$ cat src/common/tile_consts.svh
`ifndef TILE_CONSTS_SVH
`define TILE_CONSTS_SVH

//////////////////////////////
// Datapath widths
//////////////////////////////

// Data word and register index
`define TILE_XLEN        32
`define TILE_REG_AW      5

// Instruction memory is word addressed
`define TILE_IMEM_AW     8

// Memory depths
`define TILE_IMEM_DEPTH  256
`define TILE_REG_NUM     32

//////////////////////////////
// Ring network
//////////////////////////////

`define TILE_RING_ID_W   4
// ID of this tile on the ring
`define TILE_RING_ID     4'd3

// Iterations of the shift-add multiplier, one per multiplier bit
`define TILE_MUL_CYCLES  32

//////////////////////////////
// RV32 major opcodes
//////////////////////////////

`define TILE_OP_OP_IMM   7'b0010011
`define TILE_OP_LUI      7'b0110111
`define TILE_OP_OP       7'b0110011
`define TILE_OP_STORE    7'b0100011
`define TILE_OP_SYSTEM   7'b1110011

// funct7 of the M extension
`define TILE_FUNCT7_MUL  7'b0000001

`endif

$ cat src/common/tile_pkg.sv
`default_nettype none

`include "tile_consts.svh"

package tile_pkg;

   //////////////////////////////
   // Vector types
   //////////////////////////////

   typedef logic [`TILE_XLEN-1:0]      word_t;
   typedef logic [`TILE_REG_AW-1:0]    reg_addr_t;
   typedef logic [`TILE_IMEM_AW-1:0]   imem_addr_t;
   typedef logic [`TILE_RING_ID_W-1:0] ring_id_t;
   // One bit per byte lane of a store
   typedef logic [3:0]                 byte_mask_t;
   typedef logic [31:0]                instr_t;

   // Command carried by a ring packet
   typedef enum logic [1:0] {
      NET_NONE,
      NET_PC,
      NET_INSTR,
      NET_REG
   } net_op_e;

   // Sequencer states
   typedef enum logic [2:0] {
      IDLE,
      FETCH,
      EXEC,
      MUL_WAIT,
      STORE_WAIT
   } core_state_e;

   //////////////////////////////
   // Structs
   //////////////////////////////

   // Ring packet as seen by the tile
   typedef struct packed {
      logic     valid;
      logic     external;
      logic     bc;
      ring_id_t ring_id;
      net_op_e  net_op;
      // Byte address, register index sits in the low bits
      word_t    addr;
      word_t    data;
   } net_packet_s;

   // Request to data memory
   typedef struct packed {
      logic       valid;
      logic       wen;
      byte_mask_t mask;
      word_t      addr;
      word_t      write_data;
   } mem_req_s;

   typedef struct packed {
      imem_addr_t  pc;
      core_state_e state;
   } debug_s;

endpackage

`default_nettype wire

$ cat src/mul/mul_iterative.sv
`default_nettype none

`include "tile_consts.svh"

module mul_iterative
   (
   input  wire             clk,
   input  wire             reset,
   input  wire             start_i,
   input  tile_pkg::word_t a_i,
   input  tile_pkg::word_t b_i,
   output logic            busy_o,
   output logic            done_o,
   output tile_pkg::word_t product_o
   );

   localparam int CNT_W = $clog2(`TILE_MUL_CYCLES);

   // Multiplicand shifts up, multiplier shifts down
   tile_pkg::word_t mcand_r;
   tile_pkg::word_t mplier_r;
   tile_pkg::word_t acc_r;
   logic [CNT_W-1:0] cnt_r;

   //////////////////////////////
   // Control
   //////////////////////////////

   // Start handles bit 0, the counter covers the remaining bits
   // Done rises in the cycle after the last add
   always_ff @(posedge clk)
   begin
      if (reset)
      begin
         busy_o <= 1'b0;
         done_o <= 1'b0;
         cnt_r  <= '0;
      end
      else
      begin
         done_o <= 1'b0;
         if (start_i)
         begin
            busy_o <= 1'b1;
            cnt_r  <= CNT_W'(`TILE_MUL_CYCLES - 1);
         end
         else if (busy_o)
         begin
            cnt_r <= cnt_r - 1'b1;
            // Final bit
            if (cnt_r == CNT_W'(1))
            begin
               busy_o <= 1'b0;
               done_o <= 1'b1;
            end
         end
      end
   end

   //////////////////////////////
   // Datapath
   //////////////////////////////

   always_ff @(posedge clk)
   begin
      if (start_i)
      begin
         acc_r    <= b_i[0] ? a_i : '0;
         mcand_r  <= a_i << 1;
         mplier_r <= b_i >> 1;
      end
      else if (busy_o)
      begin
         // Add the shifted multiplicand when the multiplier bit is set
         acc_r    <= mplier_r[0] ? (acc_r + mcand_r) : acc_r;
         mcand_r  <= mcand_r << 1;
         mplier_r <= mplier_r >> 1;
      end
   end

   // Low word of the product, held until the next start
   assign product_o = acc_r;

   // Sequencer must wait for done before a new start
   assert property (@(posedge clk) disable iff (reset) start_i |-> !busy_o);

endmodule

`default_nettype wire

$ cat config.mk
export PLATFORM = sky130hd
export DESIGN_NAME = mul_iterative
export DESIGN_NICKNAME = d
export VERILOG_FILES = /design/src/common/tile_pkg.sv /design/src/mul/mul_iterative.sv
export VERILOG_INCLUDE_DIRS = /design/src /design/src/common
export SDC_FILE = /design/constraint.sdc
export NUM_CORES = 1
export LEC_CHECK = 0
export ABC_AREA = 1
export BUFFER_PORTS_ARGS = -buffer_cell sky130_fd_sc_hd__buf_2
export CORE_MARGIN = 4
export CORE_UTILIZATION = 25
export CTS_CLUSTER_DIAMETER = 40
export DETAILED_ROUTE_END_ITERATION = 7
export SLEW_MARGIN = 20
export SYNTH_ARGS = -nofsm -noshare
export SYNTH_HDL_FRONTEND = slang
export SYNTH_SLANG_ARGS = --single-unit
$ cat constraint.sdc
create_clock -name clk -period 2.9 [get_ports clk]
set_input_delay 0.145 -clock clk [delete_from_list [all_inputs] [get_ports clk]]
set_output_delay 0.145 -clock clk [all_outputs]
set_load 0.02 [all_outputs]
Yosys cells after proc, flatten, opt, wreduce, memory -nomap -nowiden
Index checks and enable logic that the tools add are counted.
{"block": "totals", "register_bits": 101, "output_inout_bits": 34}
{"block": "classes", "muxes": 14, "n_reduce_logical": 4, "addsub": 2, "eq_ne": 1, "n_bitwise": 1}
{"cell": "32-bit 2-to-1 mux", "n": 6}
{"cell": "31-bit 2-to-1 mux", "n": 2}
{"cell": "32-bit adder", "n": 1}
{"cell": "5-bit 2-to-1 mux", "n": 2}
{"cell": "5-bit by 1-bit equality test with 1-bit output (second input constant)", "n": 1}
{"cell": "5-bit by 1-bit subtractor with 5-bit output (second input constant)", "n": 1}
{"cell": "1-bit 2-to-1 mux", "n": 4}
{"cell": "2-bit nonzero test", "n": 2}
{"cell": "3-bit OR reduction", "n": 1}
{"cell": "2-bit AND reduction", "n": 1}
{"cell": "1-bit NOT", "n": 1}

Longest topological paths before layout
Gate-level depths: netlist (run 1).
{"block": "depth", "depth_word": 4, "ltp_mapped": 13, "mapped_depth_nobuf": 13}

Least setup slack after synthesis (run 1)
OpenSTA, ideal clock, no wires.
{"block": "synth_timing", "path_type": "register to register", "from": "register busy_o", "to": "register mcand_r[10], enable pin", "path_slack_ns": 0.566, "setup_time_ns": 0.417, "period_less_slack_ns": 2.334, "stages_incl_launch_ff": 4, "required_ns": 2.483, "t_arrival_ns": 1.917, "cell_sequence": "dfxtp_1 -> buf_2 -> nor2_1 -> inv_1"}
{"block": "synth_via", "elab_chain_cells": 1}
{"element": "start: declaration", "line_no": "mul_iterative.sv:12", "rtl": "output logic busy_o,"}
{"element": "start signal: assignment", "line_no": "mul_iterative.sv:35", "rtl": "busy_o <= 1'b0;"}
{"element": "start signal: assignment", "line_no": "mul_iterative.sv:44", "rtl": "busy_o <= 1'b1;"}
{"element": "start signal: assignment", "line_no": "mul_iterative.sv:53", "rtl": "busy_o <= 1'b0;"}
{"element": "2-bit nonzero test (no line)"}
{"element": "end signal: assignment", "line_no": "mul_iterative.sv:69", "rtl": "mcand_r <= a_i << 1;"}
{"element": "end signal: assignment", "line_no": "mul_iterative.sv:76", "rtl": "mcand_r <= mcand_r << 1;"}
{"element": "end: declaration", "line_no": "mul_iterative.sv:20", "rtl": "tile_pkg::word_t mcand_r;"}
No other way between the ends.
A chain may end at the register's enable or synchronous reset.

Worst setup path in the final report (run 1)
{"block": "layout_timing", "from": "register acc_r[1], in the netlist product_o[1]", "to": "register acc_r[25], in the netlist product_o[25] (data pin)"}
{"block": "layout_via", "elab_chain_cells": 4}
{"element": "start: declaration", "line_no": "mul_iterative.sv:22", "rtl": "tile_pkg::word_t acc_r;"}
{"element": "start signal: assignment", "line_no": "mul_iterative.sv:68", "rtl": "acc_r <= b_i[0] ? a_i : '0;"}
{"element": "start signal: assignment", "line_no": "mul_iterative.sv:75", "rtl": "acc_r <= mplier_r[0] ? (acc_r + mcand_r) : acc_r;"}
{"element": "32-bit adder", "line_no": "mul_iterative.sv:75"}
{"element": "32-bit 2-to-1 mux", "line_no": "mul_iterative.sv:75"}
{"element": "32-bit 2-to-1 mux", "line_no": "mul_iterative.sv:72", "rtl": "else if (busy_o)"}
{"element": "32-bit 2-to-1 mux", "line_no": "mul_iterative.sv:66", "rtl": "if (start_i)"}
No other way between the ends. The select of a mux whose other input is x is not followed.

==> impl_metrics.tcl, run 1 <==
set metrics [dict create \
    status "finished clean" \
    cts_max_path_buffers 2 \
    crit_fanout 4 \
    drive_gt1_share_pct 15.23 \
    drc 0 \
    rows 59 \
    synth_flop_cell "edfxtp_1" \
    grt_max_degree 56 \
    wl_um 18030 \
    syn_area_per_cell_um2 7.325 \
    p_leak_nw 4.037 \
    cts_max_level 3 \
    slew_viol_final 0 \
    finalPower_mw 4.956 \
    clk_latency_ns 0.36 \
    portBuffers 100 \
    setup_viol 0 \
    worstMarginPinSlew_ns 0.6050 \
    vias 5759 \
    cts_root_buf "clkbuf_16" \
    start_util_pct 25.31 \
    syn_nets 998 \
    ys_top_cells_by_area "edfxtp_1 43%, nand2_1 23%, inv_1 7.1%, ha_1 6.1%, nand3_1 3.5%" \
    final.setup_skew_ns 0.01058 \
    cts_setup_buffers 0 \
    p_per_area_nw_per_um2 637.9 \
    syn_to_final_growth_pct 18.11 \
    ys_async_sr_fraction_pct 0 \
    synth_common_cells "411 x nand2_1, 125 x inv_1, 94 x edfxtp_1" \
    die_area_um2 28970 \
    gr-usage-all-layers_pct 12.58 \
    hold_path_class "in2reg" \
    path_clk_slew_ns 0.08 \
    synth_top_area_cell "edfxtp_1" \
    critPathArrivalTime_ns 2.38 \
    core_area_um2 25980 \
    cp_common_cell "nand2_1" \
    setup_tns_ns 0 \
    seq_area_frac_synth_pct 45.04 \
    endpoint_kind "flip-flop" \
    worstPathRequired_ns 3.01 \
    crit_chain "ha_1 > inv_1 > fa_1 > inv_1 > nand2_1 > o21ai_2 > nand2_1 > nand2_1 > nand2_1 > nand3_1 > nand2_1 > nand3_1 > nand2_1" \
    critPathSlowestCell "edfxtp_1" \
    r2r_slack_ns 0.63 \
    synth_top_area_share_pct 42.91 \
    antenna_left 0 \
    drt_iter0_drc 420 \
    io_pins 101 \
    worstSetupPathType "reg2reg" \
    setup.worst_path.start_class "flip-flop" \
    ys_types 32 \
    dp_hpwl_um 13890 \
    diodes 0 \
    rsz0062_at_grt "no" \
    synth-edff-count 94 \
    fillCellCount 2873 \
    antenna_found_initial 4 \
    fmax_mhz 440.5 \
    place_congestion 0.9176 \
    cts_tree "done" \
    cts_resized 0 \
    grt_pass1_vias 5728 \
    drv_cap 0 \
    slew_headroom_pct 59.62 \
    cp_slowest_stage_delay_ns 0.37 \
    syn-cell-area_um2 6578 \
    fin_crit_ns 2.270 \
    synth.most_common_cell "nand2_1" \
    hold_viol 0 \
    irDropWorstVdd_uv 262.7 \
    yosysWarnings 0 \
    ys_seq_elements 101 \
    die_y_um 170.2 \
    cts_sinks 101 \
    wl_per_cell_um 13.53 \
    dr.pass1.iters 5 \
    final_net_count 1093 \
    viasPerCell 4.320 \
    post-route-period-util_pct 78.28 \
    cts_buffers 9 \
    grt_overflow 0 \
    grt_pass1_wl_um 29010 \
    syn_inst 898 \
    die_w_um 170.2 \
    cts_hold_buf 0 \
]
## worst paths after layout
| check | from | end | cells past startpoint |
|---|---|---|---|
| worst max-delay path | product_o[1] | product_o[25] | 13 |
| worst min-delay path | reset | cnt_r[1] | 2 |
| worst max register to register | product_o[1] | product_o[25] | 13 |
| worst min register to register | cnt_r[3] | cnt_r[3] | 2 |
## placed cells by master (no fill, tap or decap), types with 3 or more instances in the layout
cell type,instances
a21oi_1,35
buf_2,100
buf_4,6
clkbuf_16,10
dfxtp_1,7
edfxtp_1,94
ha_1,32
inv_1,123
inv_2,5
inv_8,3
nand2_1,411
nand2_2,6
nand3_1,46
nand3_2,7
nand4_1,6
nor2_1,44
nor2_2,3
nor3_2,3
o21ai_0,30
o21ai_1,4
o22ai_1,4
## routing by layer
metal  part of all wire, %  wire length (um)  GRT usage, %
met5                  0.22                40             0
met4                   1.5               274         3.264
met3                   5.4               979         3.577
met2                    47              8483         20.60
met1                    46              8256         16.39
## metrics by stage
stage,utilization (%),area [um^2],hold slack [ns],setup slack (ns),cells
6_report,29.90,7769,0.01760,0.6298,1333
5_1_grt,29.90,7769,0.02043,0.4491,1333
4_1_cts,29.90,7769,0.009962,0.6166,1333
3_5_place_dp,28.71,7461,0.4038,0.6311,1317
3_3_place_gp,28.71,7461,0.3937,0.7640,1317
2_1_floorplan,-,6578,0.2141,0.5660,898
## worst max-delay path, delay by kind of cell (launching register included)
kind | cells | cell delay [ns]
fa+ha+maj | 2 | 0.57
simple gates | 8 | 0.68
compound gates | 1 | 0.21
flops | 1 | 0.37
buf+inv | 2 | 0.20
## report_power, final
part	leakage, nW	internal (mW)	switching (mW)	total, mW
clock	0.154	0.660	0.621	1.28
sequential	1.02	1.84	0.0945	1.93
combinational	2.86	0.570	1.17	1.74
## sequential cells by signal (all words and copies together), names as in the netlist
signal and cells:
product_o 32, done_o 1, cnt_r 5, mplier_r 31, busy_o 1, mcand_r 31
## kinds of logic after synthesis
| family | synth area share (%) |
|---|---|
| AO/OA/AOI/OAI | 6.981 |
| AND/OR/NAND/NOR | 32.60 |
| flip-flops | 45.04 |
| buffers and inverters | 8.845 |
| XOR/XNOR | 0.1332 |
| adder cells (fa/ha/maj) | 6.391 |
## area by class of cell
type,instances,area (um^2),area share (%)
Inverter,128,480.5,6.185
Clock buffer,10,250.2,3.221
Sequential cell,101,2963,38.14
Tap cell,335,419.2,5.395
Timing Repair Buffer,107,565.5,7.280
Multi-Input combinational cell,646,3033,39.04
Clock inverter,6,57.56,0.7409
Power figures use the tool's default switching activity.
==> inputs of run 2 (changes only) <==
ABC_AREA = 0   (was 1)
clock period = 1.85 ns   (was 2.9 ns; I/O delays follow)
==> impl_metrics.tcl, run 2 <==
set metrics [dict create \
    p_leak_nw 3.535 \
    vias 4983 \
    wl_um 16490 \
    setup_viol 26 \
    cts_root_buf "clkbuf_16" \
    syn_area_per_cell_um2 11.23 \
    critPathArrivalTime_ns 2.91 \
    reg2reg_from "mcand_r[2]" \
    setup_ws_ns -0.8451 \
    crit_fanout 3 \
    antenna_found_initial 1 \
    core_area_um2 23680 \
    synth-edff-count 94 \
    largest_register_ffs 32 \
    gr-usage-all-layers_pct 12.34 \
    die_area_um2 26770 \
    setup_tns_ns -15.23 \
    dpl.cell_count 1055 \
    final_cells 1084 \
    grt_max_degree 45 \
    drive_gt1_share_pct 48.24 \
    clk_latency_ns 0.36 \
    portBuffers 100 \
    cp_slowest_stage_delay_ns 0.52 \
    cp_num_buf_inv 0 \
    rows 56 \
    dp_hpwl_um 12500 \
    final_net_count 860 \
    worstPathRequired_ns 2.06 \
    antenna_left 0 \
    endpoint_kind "flip-flop" \
    synth.most_common_cell "edfxtp_1" \
    cts_max_level 3 \
    grt_overflow 0 \
    io_pins 101 \
    syn_nets 639 \
    syn_to_final_growth_pct 41.81 \
    synth_top_area_cell "edfxtp_1" \
    worstMarginPinSlew_ns 0.4575 \
    fmax_mhz 371.0 \
    start_util_pct 25.57 \
    seq_area_frac_synth_pct 48.94 \
    yosysWarnings 0 \
    grt_pass1_vias 5123 \
    cts_tree "done" \
    mostFrequentLayoutCell "buf_4" \
    synth_top_area_share_pct 46.62 \
    place_congestion 0.8193 \
    wl_per_cell_um 15.21 \
    place_ws_ns -0.8913 \
    whs_ns 0.02465 \
    fin_util_pct 36.25 \
    dr.pass1.iters 4 \
    synth_common_cells "94 x edfxtp_1, 59 x mux2_2, 42 x nand3_1" \
    status "finished, violations left" \
    setup.worst_path.start_class "flip-flop" \
    diodes 0 \
    rsz0062_at_grt "yes" \
    cts_sinks 101 \
    min_from "b_i[31]" \
    die_y_um 163.6 \
    viasPerCell 4.597 \
    final.setup_skew_ns 0.01213 \
    hold_viol 0 \
    path_clk_slew_ns 0.08 \
    synth_flop_cell "edfxtp_1" \
    slew_viol_final 0 \
    p_per_area_nw_per_um2 1170 \
    syn-cell-area_um2 6055 \
    setup.worst_path.start "mcand_r[2]" \
    ys_top_cells_by_area "edfxtp_1 47%, mux2_2 11%, ha_1 6.6%, nand3_1 3.5%, o21ai_0 3.3%" \
    cts_max_path_buffers 2 \
    critPathSlowestCell "or4_4" \
    post-route-period-util_pct 145.7 \
    cts_buffers 9 \
    ys_async_sr_fraction_pct 0 \
    hold_path_class "in2reg" \
    die_w_um 163.6 \
    final_cell_mix "131 x buf_4, 99 x buf_2, 94 x edfxtp_1, 59 x mux2_2, 42 x nand3_1" \
    critPathTopFamily "simple AND/OR/NAND/NOR gates" \
    violations "setup timing" \
    worstSetupPathType "reg2reg" \
    ys_types 60 \
    grt_pass1_wl_um 26270 \
    drt_iter0_drc 247 \
    slew_headroom_pct 69.10 \
    ys_seq_elements 101 \
    fin_crit_ns 2.695 \
    crit_chain "ha_1 > a211o_1 > a211oi_2 > or4_4 > a2111oi_4 > o21ai_2 > or4b_1 > nand4_1" \
    syn_inst 539 \
    irDropWorstVdd_uv 464.6 \
    drc 0 \
    drv_cap 0 \
]
-- run 2: per-stage QoR --
| step | total power [mW] | area (um^2) |
|---|---|---|
| floorplan | 5.712 | 6207 |
| global placement | 7.587 | 7930 |
| detailed placement | 7.636 | 7930 |
| CTS | 9.989 | 8476 |
| global route | 10.74 | 8586 |
| finish | 10.04 | 8586 |
-- run 2: metal layers --
| layer | global-route usage (%) | wire length [um] |
|---|---|---|
| met4 | 2.783 | 172 |
| met3 | 3.104 | 771 |
| met5 | 0 | 13 |
| met1 | 15.89 | 7687 |
| met2 | 20.89 | 7840 |
-- run 2: logic make-up after synthesis --
| kind of cell | Yosys count | synth area share (%) |
|---|---|---|
| AO/OA/AOI/OAI | 133 | 13.80 |
| XOR/XNOR | 24 | 3.472 |
| adder cells (fa/ha/maj) | 33 | 6.944 |
| buffers and inverters | 44 | 3.327 |
| flip-flops | 101 | 48.94 |
| multiplexers | 62 | 11.49 |
| AND/OR/NAND/NOR | 142 | 12.03 |
-- run 2: path summary, 6_finish.rpt --
| kind | end | slack, ns | cells past startpoint |
|---|---|---|---|
| hold / removal | mplier_r[30] | 0.02 | 2 |
| setup reg to reg | product_o[30] | -0.85 | 8 |
| hold reg to reg | mplier_r[18] | 0.55 | 1 |
| setup / recovery | product_o[30] | -0.85 | 8 |
-- run 2: area by class of cell --
class	count	area (um^2)
Fill cell	2447	15100
Multi-Input combinational cell	394	3246
Sequential cell	101	2963
Timing Repair Buffer	240	1617
Tap cell	319	399.1
Clock buffer	9	225.2
Clock inverter	7	83.83
Inverter	14	52.55
-- run 2: power breakdown --
part / switching (mW) / internal, mW
clock: 0.933 / 1.07
combinational: 2.37 / 2.47
sequential: 0.225 / 2.98
-- run 2: what timing repair did --
action                                 CTS  global route
endpoints found under the hold margin    6             0
resized for setup                       48            21
buffers inserted                        12             2
pin swaps                               26            14
setup endpoints to repair               27            27
hold buffers                             1             0
