--- src/common/tile_consts.svh ---
`ifndef TILE_CONSTS_SVH
`define TILE_CONSTS_SVH

//////////////////////////////
// Datapath widths
//////////////////////////////

// Data word and register index
`define TILE_XLEN        32
`define TILE_REG_AW      5

// Instruction memory is word addressed
`define TILE_IMEM_AW     8

// Memory depths
`define TILE_IMEM_DEPTH  256
`define TILE_REG_NUM     32

//////////////////////////////
// Ring network
//////////////////////////////

`define TILE_RING_ID_W   4
// ID of this tile on the ring
`define TILE_RING_ID     4'd3

// Iterations of the shift-add multiplier, one per multiplier bit
`define TILE_MUL_CYCLES  32

//////////////////////////////
// RV32 major opcodes
//////////////////////////////

`define TILE_OP_OP_IMM   7'b0010011
`define TILE_OP_LUI      7'b0110111
`define TILE_OP_OP       7'b0110011
`define TILE_OP_STORE    7'b0100011
`define TILE_OP_SYSTEM   7'b1110011

// funct7 of the M extension
`define TILE_FUNCT7_MUL  7'b0000001

`endif

--- src/common/tile_pkg.sv ---
`default_nettype none

`include "tile_consts.svh"

package tile_pkg;

   //////////////////////////////
   // Vector types
   //////////////////////////////

   typedef logic [`TILE_XLEN-1:0]      word_t;
   typedef logic [`TILE_REG_AW-1:0]    reg_addr_t;
   typedef logic [`TILE_IMEM_AW-1:0]   imem_addr_t;
   typedef logic [`TILE_RING_ID_W-1:0] ring_id_t;
   // One bit per byte lane of a store
   typedef logic [3:0]                 byte_mask_t;
   typedef logic [31:0]                instr_t;

   // Command carried by a ring packet
   typedef enum logic [1:0] {
      NET_NONE,
      NET_PC,
      NET_INSTR,
      NET_REG
   } net_op_e;

   // Sequencer states
   typedef enum logic [2:0] {
      IDLE,
      FETCH,
      EXEC,
      MUL_WAIT,
      STORE_WAIT
   } core_state_e;

   //////////////////////////////
   // Structs
   //////////////////////////////

   // Ring packet as seen by the tile
   typedef struct packed {
      logic     valid;
      logic     external;
      logic     bc;
      ring_id_t ring_id;
      net_op_e  net_op;
      // Byte address, register index sits in the low bits
      word_t    addr;
      word_t    data;
   } net_packet_s;

   // Request to data memory
   typedef struct packed {
      logic       valid;
      logic       wen;
      byte_mask_t mask;
      word_t      addr;
      word_t      write_data;
   } mem_req_s;

   typedef struct packed {
      imem_addr_t  pc;
      core_state_e state;
   } debug_s;

endpackage

`default_nettype wire

--- src/hdl/core_fsm.sv ---
`default_nettype none

`include "tile_consts.svh"

module core_fsm
   (
   input  wire                    clk,
   input  wire                    reset,
   input  wire                    pc_cmd_i,
   input  tile_pkg::word_t        cmd_addr_i,
   input  tile_pkg::instr_t       instr_i,
   input  tile_pkg::word_t        alu_result_i,
   input  tile_pkg::word_t        mul_product_i,
   input  wire                    mul_done_i,
   input  wire                    mem_yumi_i,
   input  tile_pkg::word_t        store_data_i,
   input  tile_pkg::word_t        store_addr_i,
   input  tile_pkg::byte_mask_t   store_mask_i,
   output logic                   imem_re_o,
   output tile_pkg::imem_addr_t   pc_o,
   output logic                   rf_we_o,
   output tile_pkg::word_t        rf_wdata_o,
   output logic                   mul_start_o,
   output tile_pkg::mem_req_s     mem_req_o,
   output tile_pkg::core_state_e  state_o
   );

   tile_pkg::core_state_e state_r, state_n;
   tile_pkg::imem_addr_t  pc_r, pc_n;
   logic [6:0] opcode;
   logic [2:0] funct3;
   logic [6:0] funct7;
   logic       is_alu, is_mul, is_store, is_halt;
   logic       store_go;

   //////////////////////////////
   // Instruction class
   //////////////////////////////

   assign opcode = instr_i[6:0];
   assign funct3 = instr_i[14:12];
   assign funct7 = instr_i[31:25];

   // ADDI, LUI and the R-type ADD SUB AND OR XOR
   assign is_alu = ((opcode == `TILE_OP_OP_IMM) & (funct3 == 3'b000))
                 | (opcode == `TILE_OP_LUI)
                 | ((opcode == `TILE_OP_OP) & (funct7 == 7'b0000000)
                    & (funct3 inside {3'b000, 3'b100, 3'b110, 3'b111}))
                 | ((opcode == `TILE_OP_OP) & (funct7 == 7'b0100000) & (funct3 == 3'b000));
   assign is_mul   = (opcode == `TILE_OP_OP) & (funct7 == `TILE_FUNCT7_MUL) & (funct3 == 3'b000);
   // SB and SW
   assign is_store = (opcode == `TILE_OP_STORE) & ((funct3 == 3'b000) | (funct3 == 3'b010));
   // ECALL, all other fields zero
   assign is_halt  = (opcode == `TILE_OP_SYSTEM) & (instr_i[31:7] == '0);

   //////////////////////////////
   // Next state
   //////////////////////////////

   always_comb
   begin
      state_n     = state_r;
      pc_n        = pc_r;
      imem_re_o   = 1'b0;
      rf_we_o     = 1'b0;
      rf_wdata_o  = alu_result_i;
      mul_start_o = 1'b0;
      store_go    = 1'b0;
      case (state_r)
         tile_pkg::IDLE:
         begin
            // PC write from the ring starts the core
            if (pc_cmd_i)
            begin
               pc_n    = cmd_addr_i[`TILE_IMEM_AW+1:2];
               state_n = tile_pkg::FETCH;
            end
         end
         tile_pkg::FETCH:
         begin
            imem_re_o = 1'b1;
            state_n   = tile_pkg::EXEC;
         end
         tile_pkg::EXEC:
         begin
            if (is_halt)
               state_n = tile_pkg::IDLE;
            else if (is_mul)
            begin
               mul_start_o = 1'b1;
               state_n     = tile_pkg::MUL_WAIT;
            end
            else if (is_store)
            begin
               store_go = 1'b1;
               state_n  = tile_pkg::STORE_WAIT;
            end
            else
            begin
               // Unknown opcodes fall through as no-ops
               rf_we_o = is_alu;
               pc_n    = pc_r + 1'b1;
               state_n = tile_pkg::FETCH;
            end
         end
         tile_pkg::MUL_WAIT:
         begin
            rf_wdata_o = mul_product_i;
            if (mul_done_i)
            begin
               rf_we_o = 1'b1;
               pc_n    = pc_r + 1'b1;
               state_n = tile_pkg::FETCH;
            end
         end
         tile_pkg::STORE_WAIT:
         begin
            // Leave once the memory takes the request
            if (mem_yumi_i)
            begin
               pc_n    = pc_r + 1'b1;
               state_n = tile_pkg::FETCH;
            end
         end
         default: state_n = tile_pkg::IDLE;
      endcase
   end

   //////////////////////////////
   // Registers
   //////////////////////////////

   always_ff @(posedge clk)
   begin
      if (reset)
      begin
         state_r         <= tile_pkg::IDLE;
         pc_r            <= '0;
         mem_req_o.valid <= 1'b0;
      end
      else
      begin
         state_r <= state_n;
         pc_r    <= pc_n;
         if (store_go)
            mem_req_o.valid <= 1'b1;
         else if (mem_yumi_i)
            mem_req_o.valid <= 1'b0;
      end
   end

   // Request payload captured on the way out of EXEC
   always_ff @(posedge clk)
   begin
      if (store_go)
      begin
         mem_req_o.wen        <= 1'b1;
         mem_req_o.mask       <= store_mask_i;
         mem_req_o.addr       <= store_addr_i;
         mem_req_o.write_data <= store_data_i;
      end
   end

   assign pc_o    = pc_r;
   assign state_o = state_r;

   // Pending request holds until yumi
   assert property (@(posedge clk) disable iff (reset)
      (mem_req_o.valid && !mem_yumi_i) |=> $stable(mem_req_o));

   // Multiplier answers only while the core waits for it
   assert property (@(posedge clk) disable iff (reset)
      mul_done_i |-> (state_r == tile_pkg::MUL_WAIT));

endmodule

`default_nettype wire

--- config.mk ---
export PLATFORM = sky130hd
export DESIGN_NAME = core_fsm
export DESIGN_NICKNAME = d
export VERILOG_FILES = /design/src/common/tile_pkg.sv /design/src/hdl/core_fsm.sv
export VERILOG_INCLUDE_DIRS = /design/src /design/src/common
export SDC_FILE = /design/constraint.sdc
export NUM_CORES = 1
export LEC_CHECK = 0
export BUFFER_PORTS_ARGS = -buffer_cell sky130_fd_sc_hd__buf_2
export CAP_MARGIN = 20
export CELL_PAD_IN_SITES_DETAIL_PLACEMENT = 1
export CELL_PAD_IN_SITES_GLOBAL_PLACEMENT = 1
export CORE_MARGIN = 3
export CORE_UTILIZATION = 24
export CTS_CLUSTER_DIAMETER = 40
export CTS_CLUSTER_SIZE = 40
export DETAILED_ROUTE_END_ITERATION = 8
export HOLD_SLACK_MARGIN = 0.03
export PLACE_DENSITY = 0.86
export SLEW_MARGIN = 20
export SYNTH_ARGS = -nofsm -noshare
export SYNTH_HDL_FRONTEND = slang
export SYNTH_SLANG_ARGS = --single-unit
--- constraint.sdc ---
create_clock -name clk -period 2.8 [get_ports clk]
set_input_delay 0.14 -clock clk [delete_from_list [all_inputs] [get_ports clk]]
set_output_delay 0.14 -clock clk [all_outputs]
set_load 0.01 [all_outputs]
After elaboration in Yosys (flattened, before gate mapping)
Index checks and enable logic that the tools add are counted.
{"block": "totals", "reg_bits": 80, "out_inout_bits": 116, "latch_bits": 0, "word_cells": 80, "romBits": 0, "ramBits": 0, "mem_count": 0, "in_bits": 201}
{"block": "op_classes", "bitwise_logic": 13, "add_sub_neg": 1, "div": 0, "n_shift": 0, "eq_ne": 21, "n_mul": 0, "mux": 30, "order_cmp": 0, "n_reduce_logical": 9}
{"op": "two-way mux 8 bit", "count": 6}
{"op": "two-way mux 32 bit", "count": 1}
{"op": "one-hot mux 8 bit (4 select lines)", "count": 1}
{"op": "equality test 7 x 6 -> 1 bit (second input constant)", "count": 4}
{"op": "logical NOT 25 bit", "count": 1}
{"op": "two-way mux 3 bit", "count": 6}
{"op": "one-hot mux 3 bit (5 select lines)", "count": 1}
{"op": "two-way mux 1 bit", "count": 14}
{"op": "equality test 3 bit (second input constant)", "count": 4}
{"op": "inequality test 2 bit (second input constant)", "count": 6}
{"op": "bitwise AND 1 bit", "count": 9}
{"op": "equality test 3 x 2 -> 1 bit (second input constant)", "count": 3}
{"op": "adder 8 x 1 -> 8 bit (second input constant)", "count": 1}
{"op": "nonzero test 4 bit", "count": 2}
{"op": "equality test 7 x 1 -> 1 bit (second input constant)", "count": 1}
{"op": "equality test 7 x 5 -> 1 bit (second input constant)", "count": 1}
{"op": "equality test 7 bit (second input constant)", "count": 1}
{"op": "logical NOT 7 bit", "count": 1}
{"op": "AND reduction 7 bit", "count": 1}
{"op": "logical NOT 3 bit", "count": 2}
{"op": "bitwise OR 1 bit", "count": 4}
{"op": "equality test 3 x 1 -> 1 bit (second input constant)", "count": 1}
{"op": "AND reduction 3 bit", "count": 1}
{"op": "one-hot mux 1 bit (2 select lines)", "count": 1}
{"op": "nonzero test 2 bit", "count": 1}

Logic depth before layout (Yosys ltp)
Gate-level depths: netlist of run 1.
{"block": "depth", "ltp_word": 9, "mapped_depth": 8, "depth_no_buf": 7}

Worst setup path after synthesis of run 1
OpenSTA, ideal clock, no wires.
{"block": "synth_timing", "path_type": "in2reg", "startpoint": "input instr_i[12]", "endpoint": "register mem_req_o[0] (netlist name) (enable)", "t_required_ns": 2.367, "stages": 3, "arrival_time_ns": 2.591, "setup_slack_ns": -0.224, "setup_time_ns": 0.433, "n_path_buf": 0, "path_cell_list": "or4b_1 -> nor3b_1 -> and2_1"}
{"block": "synth_between", "elab_chain_len": 7, "word_cells_on_any_way": 11, "classes_between": "1 x eq/ne; 4 x mux; 4 x bitwise; 2 x reduce/logical"}
{"item": "from (decl)", "line": "core_fsm.sv:11", "text": "input tile_pkg::instr_t instr_i,"}
{"item": "equality test 3 x 2 -> 1 bit / logical NOT 3 bit (equally long branches)", "line": "core_fsm.sv:52, core_fsm.sv:50"}
{"item": "bitwise OR 1 bit", "line": "core_fsm.sv:52", "text": "assign is_store = (opcode == `TILE_OP_STORE) & ((funct3 == 3'b000) | (funct3 == 3'b010));"}
{"item": "bitwise AND 1 bit", "line": "core_fsm.sv:52"}
{"item": "two-way mux 1 bit", "line": "core_fsm.sv:93", "text": "else if (is_store)"}
{"item": "two-way mux 1 bit", "line": "core_fsm.sv:88", "text": "else if (is_mul)"}
{"item": "two-way mux 1 bit (*)", "line": "core_fsm.sv:86", "text": "if (is_halt)"}
{"item": "two-way mux 1 bit (*)", "line": "core_fsm.sv:69", "text": "case (state_r)"}
{"item": "net store_go", "line": "core_fsm.sv:34", "text": "logic store_go;"}
{"item": "to (decl)", "line": "core_fsm.sv:24", "text": "output tile_pkg::mem_req_s mem_req_o,"}
Mark *: on every way through the listed nets, which the timed path passes. The rest lies on a longest branch.
A chain may end at the register's enable or synchronous reset.

Worst setup path in the final report of run 1
{"block": "layout_timing", "startpoint": "register state_r[1] (netlist: state_o[1])", "endpoint": "output rf_wdata_o[30]"}
{"block": "layout_between", "elab_chain_len": 2}
{"item": "from (decl)", "line": "core_fsm.sv:28", "text": "tile_pkg::core_state_e state_r, state_n;"}
{"item": "from (signal assigned)", "line": "core_fsm.sv:137", "text": "state_r <= tile_pkg::IDLE;"}
{"item": "from (signal assigned)", "line": "core_fsm.sv:143", "text": "state_r <= state_n;"}
{"item": "equality test 3 x 2 -> 1 bit", "line": "core_fsm.sv:69"}
{"item": "two-way mux 32 bit", "line": "core_fsm.sv:69"}
{"item": "to (decl)", "line": "core_fsm.sv:22", "text": "output tile_pkg::word_t rf_wdata_o,"}
Every way passes these cells.

==> flow_summary.yaml, run 1 <==
finish:
  fin_area_sq_um: 6080
  drive_above_1_share_pct: 55.7
  fin_nets: 811
  diodes: 0
  final_cell_mix: "buf_2, dlygate4sd3_1, edfxtp_1"
  area_growth_pct: 76.3
  layout_commonest_cell: "buf_2"
sta:
  fin_crit_ns: 2.23
  hold_violations: 0
  tns_ns: 0
  finClkSkew_ns: 0.00450
  fmax_mhz: 447
  maxSlewViolCount: 0
  post-route-period-util_pct: 79.8
  setup_ws_ns: 0.565
  finalSetupViolCount: 0
  finalHoldWorstSlack_ns: 0.129
  rsz0062_at_grt: "no"
synthesis:
  syn_area_sq_um: 3450
  syn_nets: 445
  synthCells: 243
  ys_seq_area_share_pct: 66.1
  synth-edff-count: 68
  ys_types: 51
  avgSynthCellArea_sq_um: 14.2
  ys_async_sr_fraction_pct: 0
  yosys_warnings: 0
  ys_ff_latch: 80
  synthFlopType: "edfxtp_1"
global_route:
  overflow: 0
  grt_pass1_vias: 3873
  grtUsageTotal_pct: 17.3
  antenna_found_initial: 0
  grt_pass1_wl_um: 21600
  grt_max_degree: 51
place:
  dpl_cell_area_sq_um: 5120
  port_buffers: 291
  hpwlAfterDp_um: 10500
  post-place-ws_ns: 0.624
  place_congestion: 0.867
clocking:
  tritoncts: "yes"
  clkTransAtPathRegs_ns: 0.06
  cts_buffer_depth: 2
  cts.htree.levels: 3
  cts_buffers: 9
  clk_latency_ns: 0.33
  cts_resized: 0
  cts_root_buffer: "clkbuf_16"
  numClockSinks: 80
critical_path:
  rrSetupSlack_ns: 0.74
  max_stage_delay_ns: 0.50
  crit_family: "flip-flops"
  critPathLaunchType: "flip-flop"
  cp.arrival_ns: 2.09
  cp_num_cells: 5
  reg2reg_from: "state_o[1]$_SDFFE_PP0P_"
  crit_path_end_kind: "output port"
  crit_type: "reg2out"
  path_buf_inv: 2
  slowest_stage: "dfxtp_1"
  crit_path_end: "rf_wdata_o[30]"
  crit_path_start: "state_o[1]$_SDFFE_PP0P_"
  r2r_end: "pc_o[1]$_SDFFE_PP0P_"
  ff2ff_path_depth: 6
  path_cells: "nor2b_1 > nand2_1 > buf_4 > mux2_1 > buf_2"
  critPathMaxFanout: 33
  crit_required_ns: 2.66
power:
  p_sw_mw: 0.671
  p_leak_nw: 2.69
  p_int_mw: 2.14
  vdd_drop_max_v: 0.000262
  p_comb_share_pct: 13.9
  sw_frac_of_total_pct: 23.9
  seqPwrFrac_pct: 46.9
  power.share.clock_pct: 39.2
  powerDensity_nw_per_um2: 462
flow_run:
  drv_cap: 0
route:
  totalWireLength_um: 14600
  route.vias.total: 3561
  first_pass_iters: 4
  drt-initial-drc-count: 158
  vias_per_cell: 4.48
  drc: 0
  wire_per_inst_um: 18.4
  ant_nets: 0
floorplanning:
  die_y_um: 126
  die_w_um: 126
  ios: 317
  initial_core_util_pct: 24.7
  die-area_sq_um: 15900
  coreArea_sq_um: 14000
  num_rows: 43
status:
  status: "finished, final reports clean"
worst_hold_path:
  hold_start: "mem_yumi_i"
  hold_path_class: "in2reg"
worst min path at each step:
| stage | cells after the start | to | slack, ns |
|---|---|---|---|
| floorplan | 0 | mem_req_o[0]$_DFFE_PP_ | 0.24 |
| global placement | 1 | mem_req_o[31]$_DFFE_PP_ | 0.32 |
| detailed placement | 1 | mem_req_o[60]$_DFFE_PP_ | 0.32 |
| CTS | 3 | mem_req_o[69]$_SDFFE_PP0P_ | 0.11 |
| global route | 3 | mem_req_o[69]$_SDFFE_PP0P_ | 0.13 |
| finish | 3 | mem_req_o[69]$_SDFFE_PP0P_ | 0.13 |
power groups by stage:
stage | Combinational [mW] | Sequential (mW) | Clock, mW
after global placement | 0.292 | 1.34 | 0
final | 0.390 | 1.32 | 1.10
after CTS | 0.387 | 1.32 | 1.13
after detailed placement | 0.309 | 1.34 | 0
after global routing | 0.424 | 1.32 | 1.18
after floorplan | 0.117 | 1.34 | 0
cell type report:
class / count / area (sq um)
well taps: 180 / 225
clock buffers: 9 / 225
repair buffers: 364 / 2190
inverters: 3 / 11.3
clock inverters: 7 / 55.1
multi-input cells: 151 / 1100
flip-flops and latches: 80 / 2280
fillers: 1631 / 7900
tightest hold or removal path, delay by kind of cell:
family          cells  cell delay (ns)
compound gates      1             0.06
buf+inv             1             0.11
simple gates        1             0.10
cells in the mapped netlist, types with 2 or more instances:
cell type | number | area (sq um)
a31oi_1 | 2 | 12.5
a21oi_1 | 18 | 90.1
nand3_1 | 5 | 25.0
nor2_1 | 14 | 52.6
mux2_1 | 16 | 180
edfxtp_1 | 68 | 2040
clkbuf_1 | 2 | 7.51
nor4b_1 | 2 | 17.5
nand4_1 | 2 | 12.5
o21ai_1 | 6 | 30.0
o32ai_1 | 3 | 26.3
nand2b_1 | 3 | 18.8
or2_2 | 4 | 25.0
dfxtp_1 | 12 | 240
nor2b_1 | 4 | 25.0
buf_6 | 3 | 33.8
and3_1 | 4 | 25.0
inv_1 | 3 | 11.3
nor3b_1 | 6 | 45.0
nor4_1 | 7 | 43.8
buf_1 | 2 | 7.51
nor3_2 | 2 | 20.0
nor3_1 | 4 | 20.0
mux2_2 | 18 | 203
nand2_1 | 7 | 26.3
state kept, by name, summed over array words and instances (netlist names):
| signal | cells |
|---|---|
| mem_req_o | 69 |
| pc_o | 8 |
| state_o | 3 |
cell families (layout without fill, tap and decap cells):
group | after synthesis | after routing | synth area share [%]
buffers and inverters | 12 | 383 | 2.10
multiplexers | 35 | 35 | 11.4
other | 1 | 1 | 0.109
adder cells (fa/ha/maj) | 1 | 1 | 0.362
flip-flops | 80 | 80 | 66.1
AND/OR/NAND/NOR | 76 | 76 | 13.2
AO/OA/AOI/OAI | 38 | 38 | 6.78
repair_timing:
item,in CTS,in global routing
hold buffers,68,0
buffers inserted,0,0
hold endpoints to repair,68,0
through the flow:
stage          std cells  power [mW]  util (%)
3_5_place_dp         710        1.65      36.6
3_3_place_gp         710        1.63      36.6
5_1_grt              794        2.93      43.5
4_1_cts              794        2.84      43.5
2_1_floorplan        243        1.46         -
6_report             794        2.81      43.5
layer usage:
metal / global-route usage, % / vias to the layer above / wire (um)
met3: 5.05 / 16 / 981
met4: 5.17 / 0 / 233
met2: 33.1 / 168 / 8110
met1: 18.2 / 1707 / 5260
met5: 0 / - / 0
li1: - / 1670 / -
Power figures use the tool's default switching activity.
==> run 2, diff against run 1 <==
==> constraint.sdc (replaced) <==
create_clock -name clk -period 1.94 [get_ports clk]
set_input_delay 0.097 -clock clk [delete_from_list [all_inputs] [get_ports clk]]
set_output_delay 0.097 -clock clk [all_outputs]
set_load 0.01 [all_outputs]
==> flow_summary.yaml, run 2 (synthesis results as in run 1) <==
critical_path:
  crit_required_ns: 1.84
  rrSetupSlack_ns: 0.20
  crit_type: "in2out"
  max_stage_delay_ns: 0.43
  slowest_stage: "or3b_4"
  cp_common_cell: "buf_2"
  cp.arrival_ns: 1.80
  critPathLaunchType: "input pin"
  critPathMaxFanout: 3
  crit_path_end_kind: "output port"
  path_cells: "buf_2 > or3_4 > or3b_4 > buf_4 > nor2_2 > a31oi_1 > a32o_1 > buf_2"
clocking:
  clk_latency_ns: 0.34
  clkTransAtPathRegs_ns: 0.07
  tritoncts: "yes"
  cts_buffer_depth: 2
  cts_buffers: 9
  cts_root_buffer: "clkbuf_16"
  cts.htree.levels: 3
  numClockSinks: 80
global_route:
  grt_pass1_wl_um: 21400
  antenna_found_initial: 0
  grt_max_degree: 34
  overflow: 0
  grtUsageTotal_pct: 17.4
  grt_pass1_vias: 3906
route:
  route.vias.total: 3588
  drc: 0
  first_pass_iters: 4
  drt-initial-drc-count: 113
  vias_per_cell: 4.44
  totalWireLength_um: 14600
  ant_nets: 0
  wire_per_inst_um: 18.0
sta:
  fin_crit_ns: 1.89
  hold_violations: 0
  fmax_mhz: 528
  rsz0062_at_grt: "no"
  maxSlewViolCount: 0
  post-route-period-util_pct: 97.6
  setup_ws_ns: 0.0458
  finalSetupViolCount: 0
  finClkSkew_ns: 0.00663
flow_run:
  drv_cap: 0
floorplanning:
  die_y_um: 126
  num_rows: 43
  coreArea_sq_um: 14000
  die_w_um: 126
  ios: 317
  die-area_sq_um: 15900
  initial_core_util_pct: 24.7
finish:
  final_cell_mix: "buf_2, dlygate4sd3_1, edfxtp_1"
  final_util_pct: 45.0
  largest_reg_flops: 69
  layout_commonest_cell: "buf_2"
  fin_area_sq_um: 6300
  fin_nets: 826
  largest-register: "mem_req_o"
  diodes: 0
  area_growth_pct: 82.5
  drive_above_1_share_pct: 58.5
power:
  p_int_mw: 3.25
  p_sw_mw: 1.03
  power.share.clock_pct: 41.8
  p_comb_share_pct: 13.8
  seqPwrFrac_pct: 44.4
  vdd_drop_max_v: 0.000420
  p_leak_nw: 2.80
  sw_frac_of_total_pct: 24.0
  powerDensity_nw_per_um2: 679
worst_hold_path:
  hold_path_class: "in2reg"
place:
  hpwlAfterDp_um: 10700
  post-place-ws_ns: -0.169
  port_buffers: 291
  dpl_cell_area_sq_um: 5220
  place_congestion: 0.899
status:
  status: "finished, final reports clean"
-- run 2: changes by cell type in the layout (fill, tap and decap cells not counted), moves of 2 or more --
cell     previous run  this run
dfxtp_2             0         2
nor3b_2             0         2
nor3b_1             6         4
dfxtp_1            12        10
buf_4               4        17
-- run 2: timing repair --
item	CTS	global route
setup buffers	2	2
gates resized for setup	4	10
pin swaps	2	7
endpoints found under the hold margin	68	0
hold buffers	68	0
setup endpoints to repair	33	42
-- run 2: path summary, 6_finish.rpt --
kind | startpoint | to | cells past startpoint
max | instr_i[12] | rf_we_o | 8
min | cmd_addr_i[2] | pc_o[0]$_SDFFE_PP0P_ | 3
max reg2reg | state_o[1]$_SDFFE_PP0P_ | pc_o[4]$_SDFFE_PP0P_ | 7
min reg2reg | mem_req_o[69]$_SDFFE_PP0P_ | mem_req_o[69]$_SDFFE_PP0P_ | 2
-- run 2: per-layer routing --
layer / GRT usage, % / wire length, um / vias up
li1: - / - / 1709
met1: 19.1 / 5530 / 1726
met2: 33.9 / 8210 / 143
met3: 3.35 / 701 / 10
met4: 4.86 / 150 / 0
met5: 0 / 0 / -
-- run 2: final cells by class --
| cell class | instances | area (sq um) |
|---|---|---|
| Clock buffer | 9 | 225 |
| Clock inverter | 7 | 85.1 |
| Fill cell | 1584 | 7690 |
| Inverter | 3 | 11.3 |
| Multi-Input combinational cell | 151 | 1150 |
| Sequential cell | 80 | 2280 |
| Tap cell | 180 | 225 |
| Timing Repair Buffer | 379 | 2320 |
-- run 2: metrics by stage --
stage	power (mW)	hold WS [ns]	setup TNS, ns	std cells
6_report	4.27	0.0808	0	809
5_1_grt	4.46	0.107	0	809
4_1_cts	4.33	0.0751	0	807
3_5_place_dp	2.40	0.275	-6.10	721
3_3_place_gp	2.38	0.274	-0.162	721
2_1_floorplan	2.11	0.196	0	243
-- run 2: power by group through the flow --
stage	combinational, mW	clock, mW	sequential [mW]
after floorplan	0.168	0	1.94
after global placement	0.441	0	1.93
after detailed placement	0.465	0	1.94
after CTS	0.582	1.85	1.90
after global routing	0.644	1.92	1.90
final	0.589	1.79	1.90
-- run 2: critical path, delay by kind of cell --
kind | cells | cell delay [ns]
compound gates | 2 | 0.38
buf+inv | 3 | 0.42
simple gates | 3 | 0.89
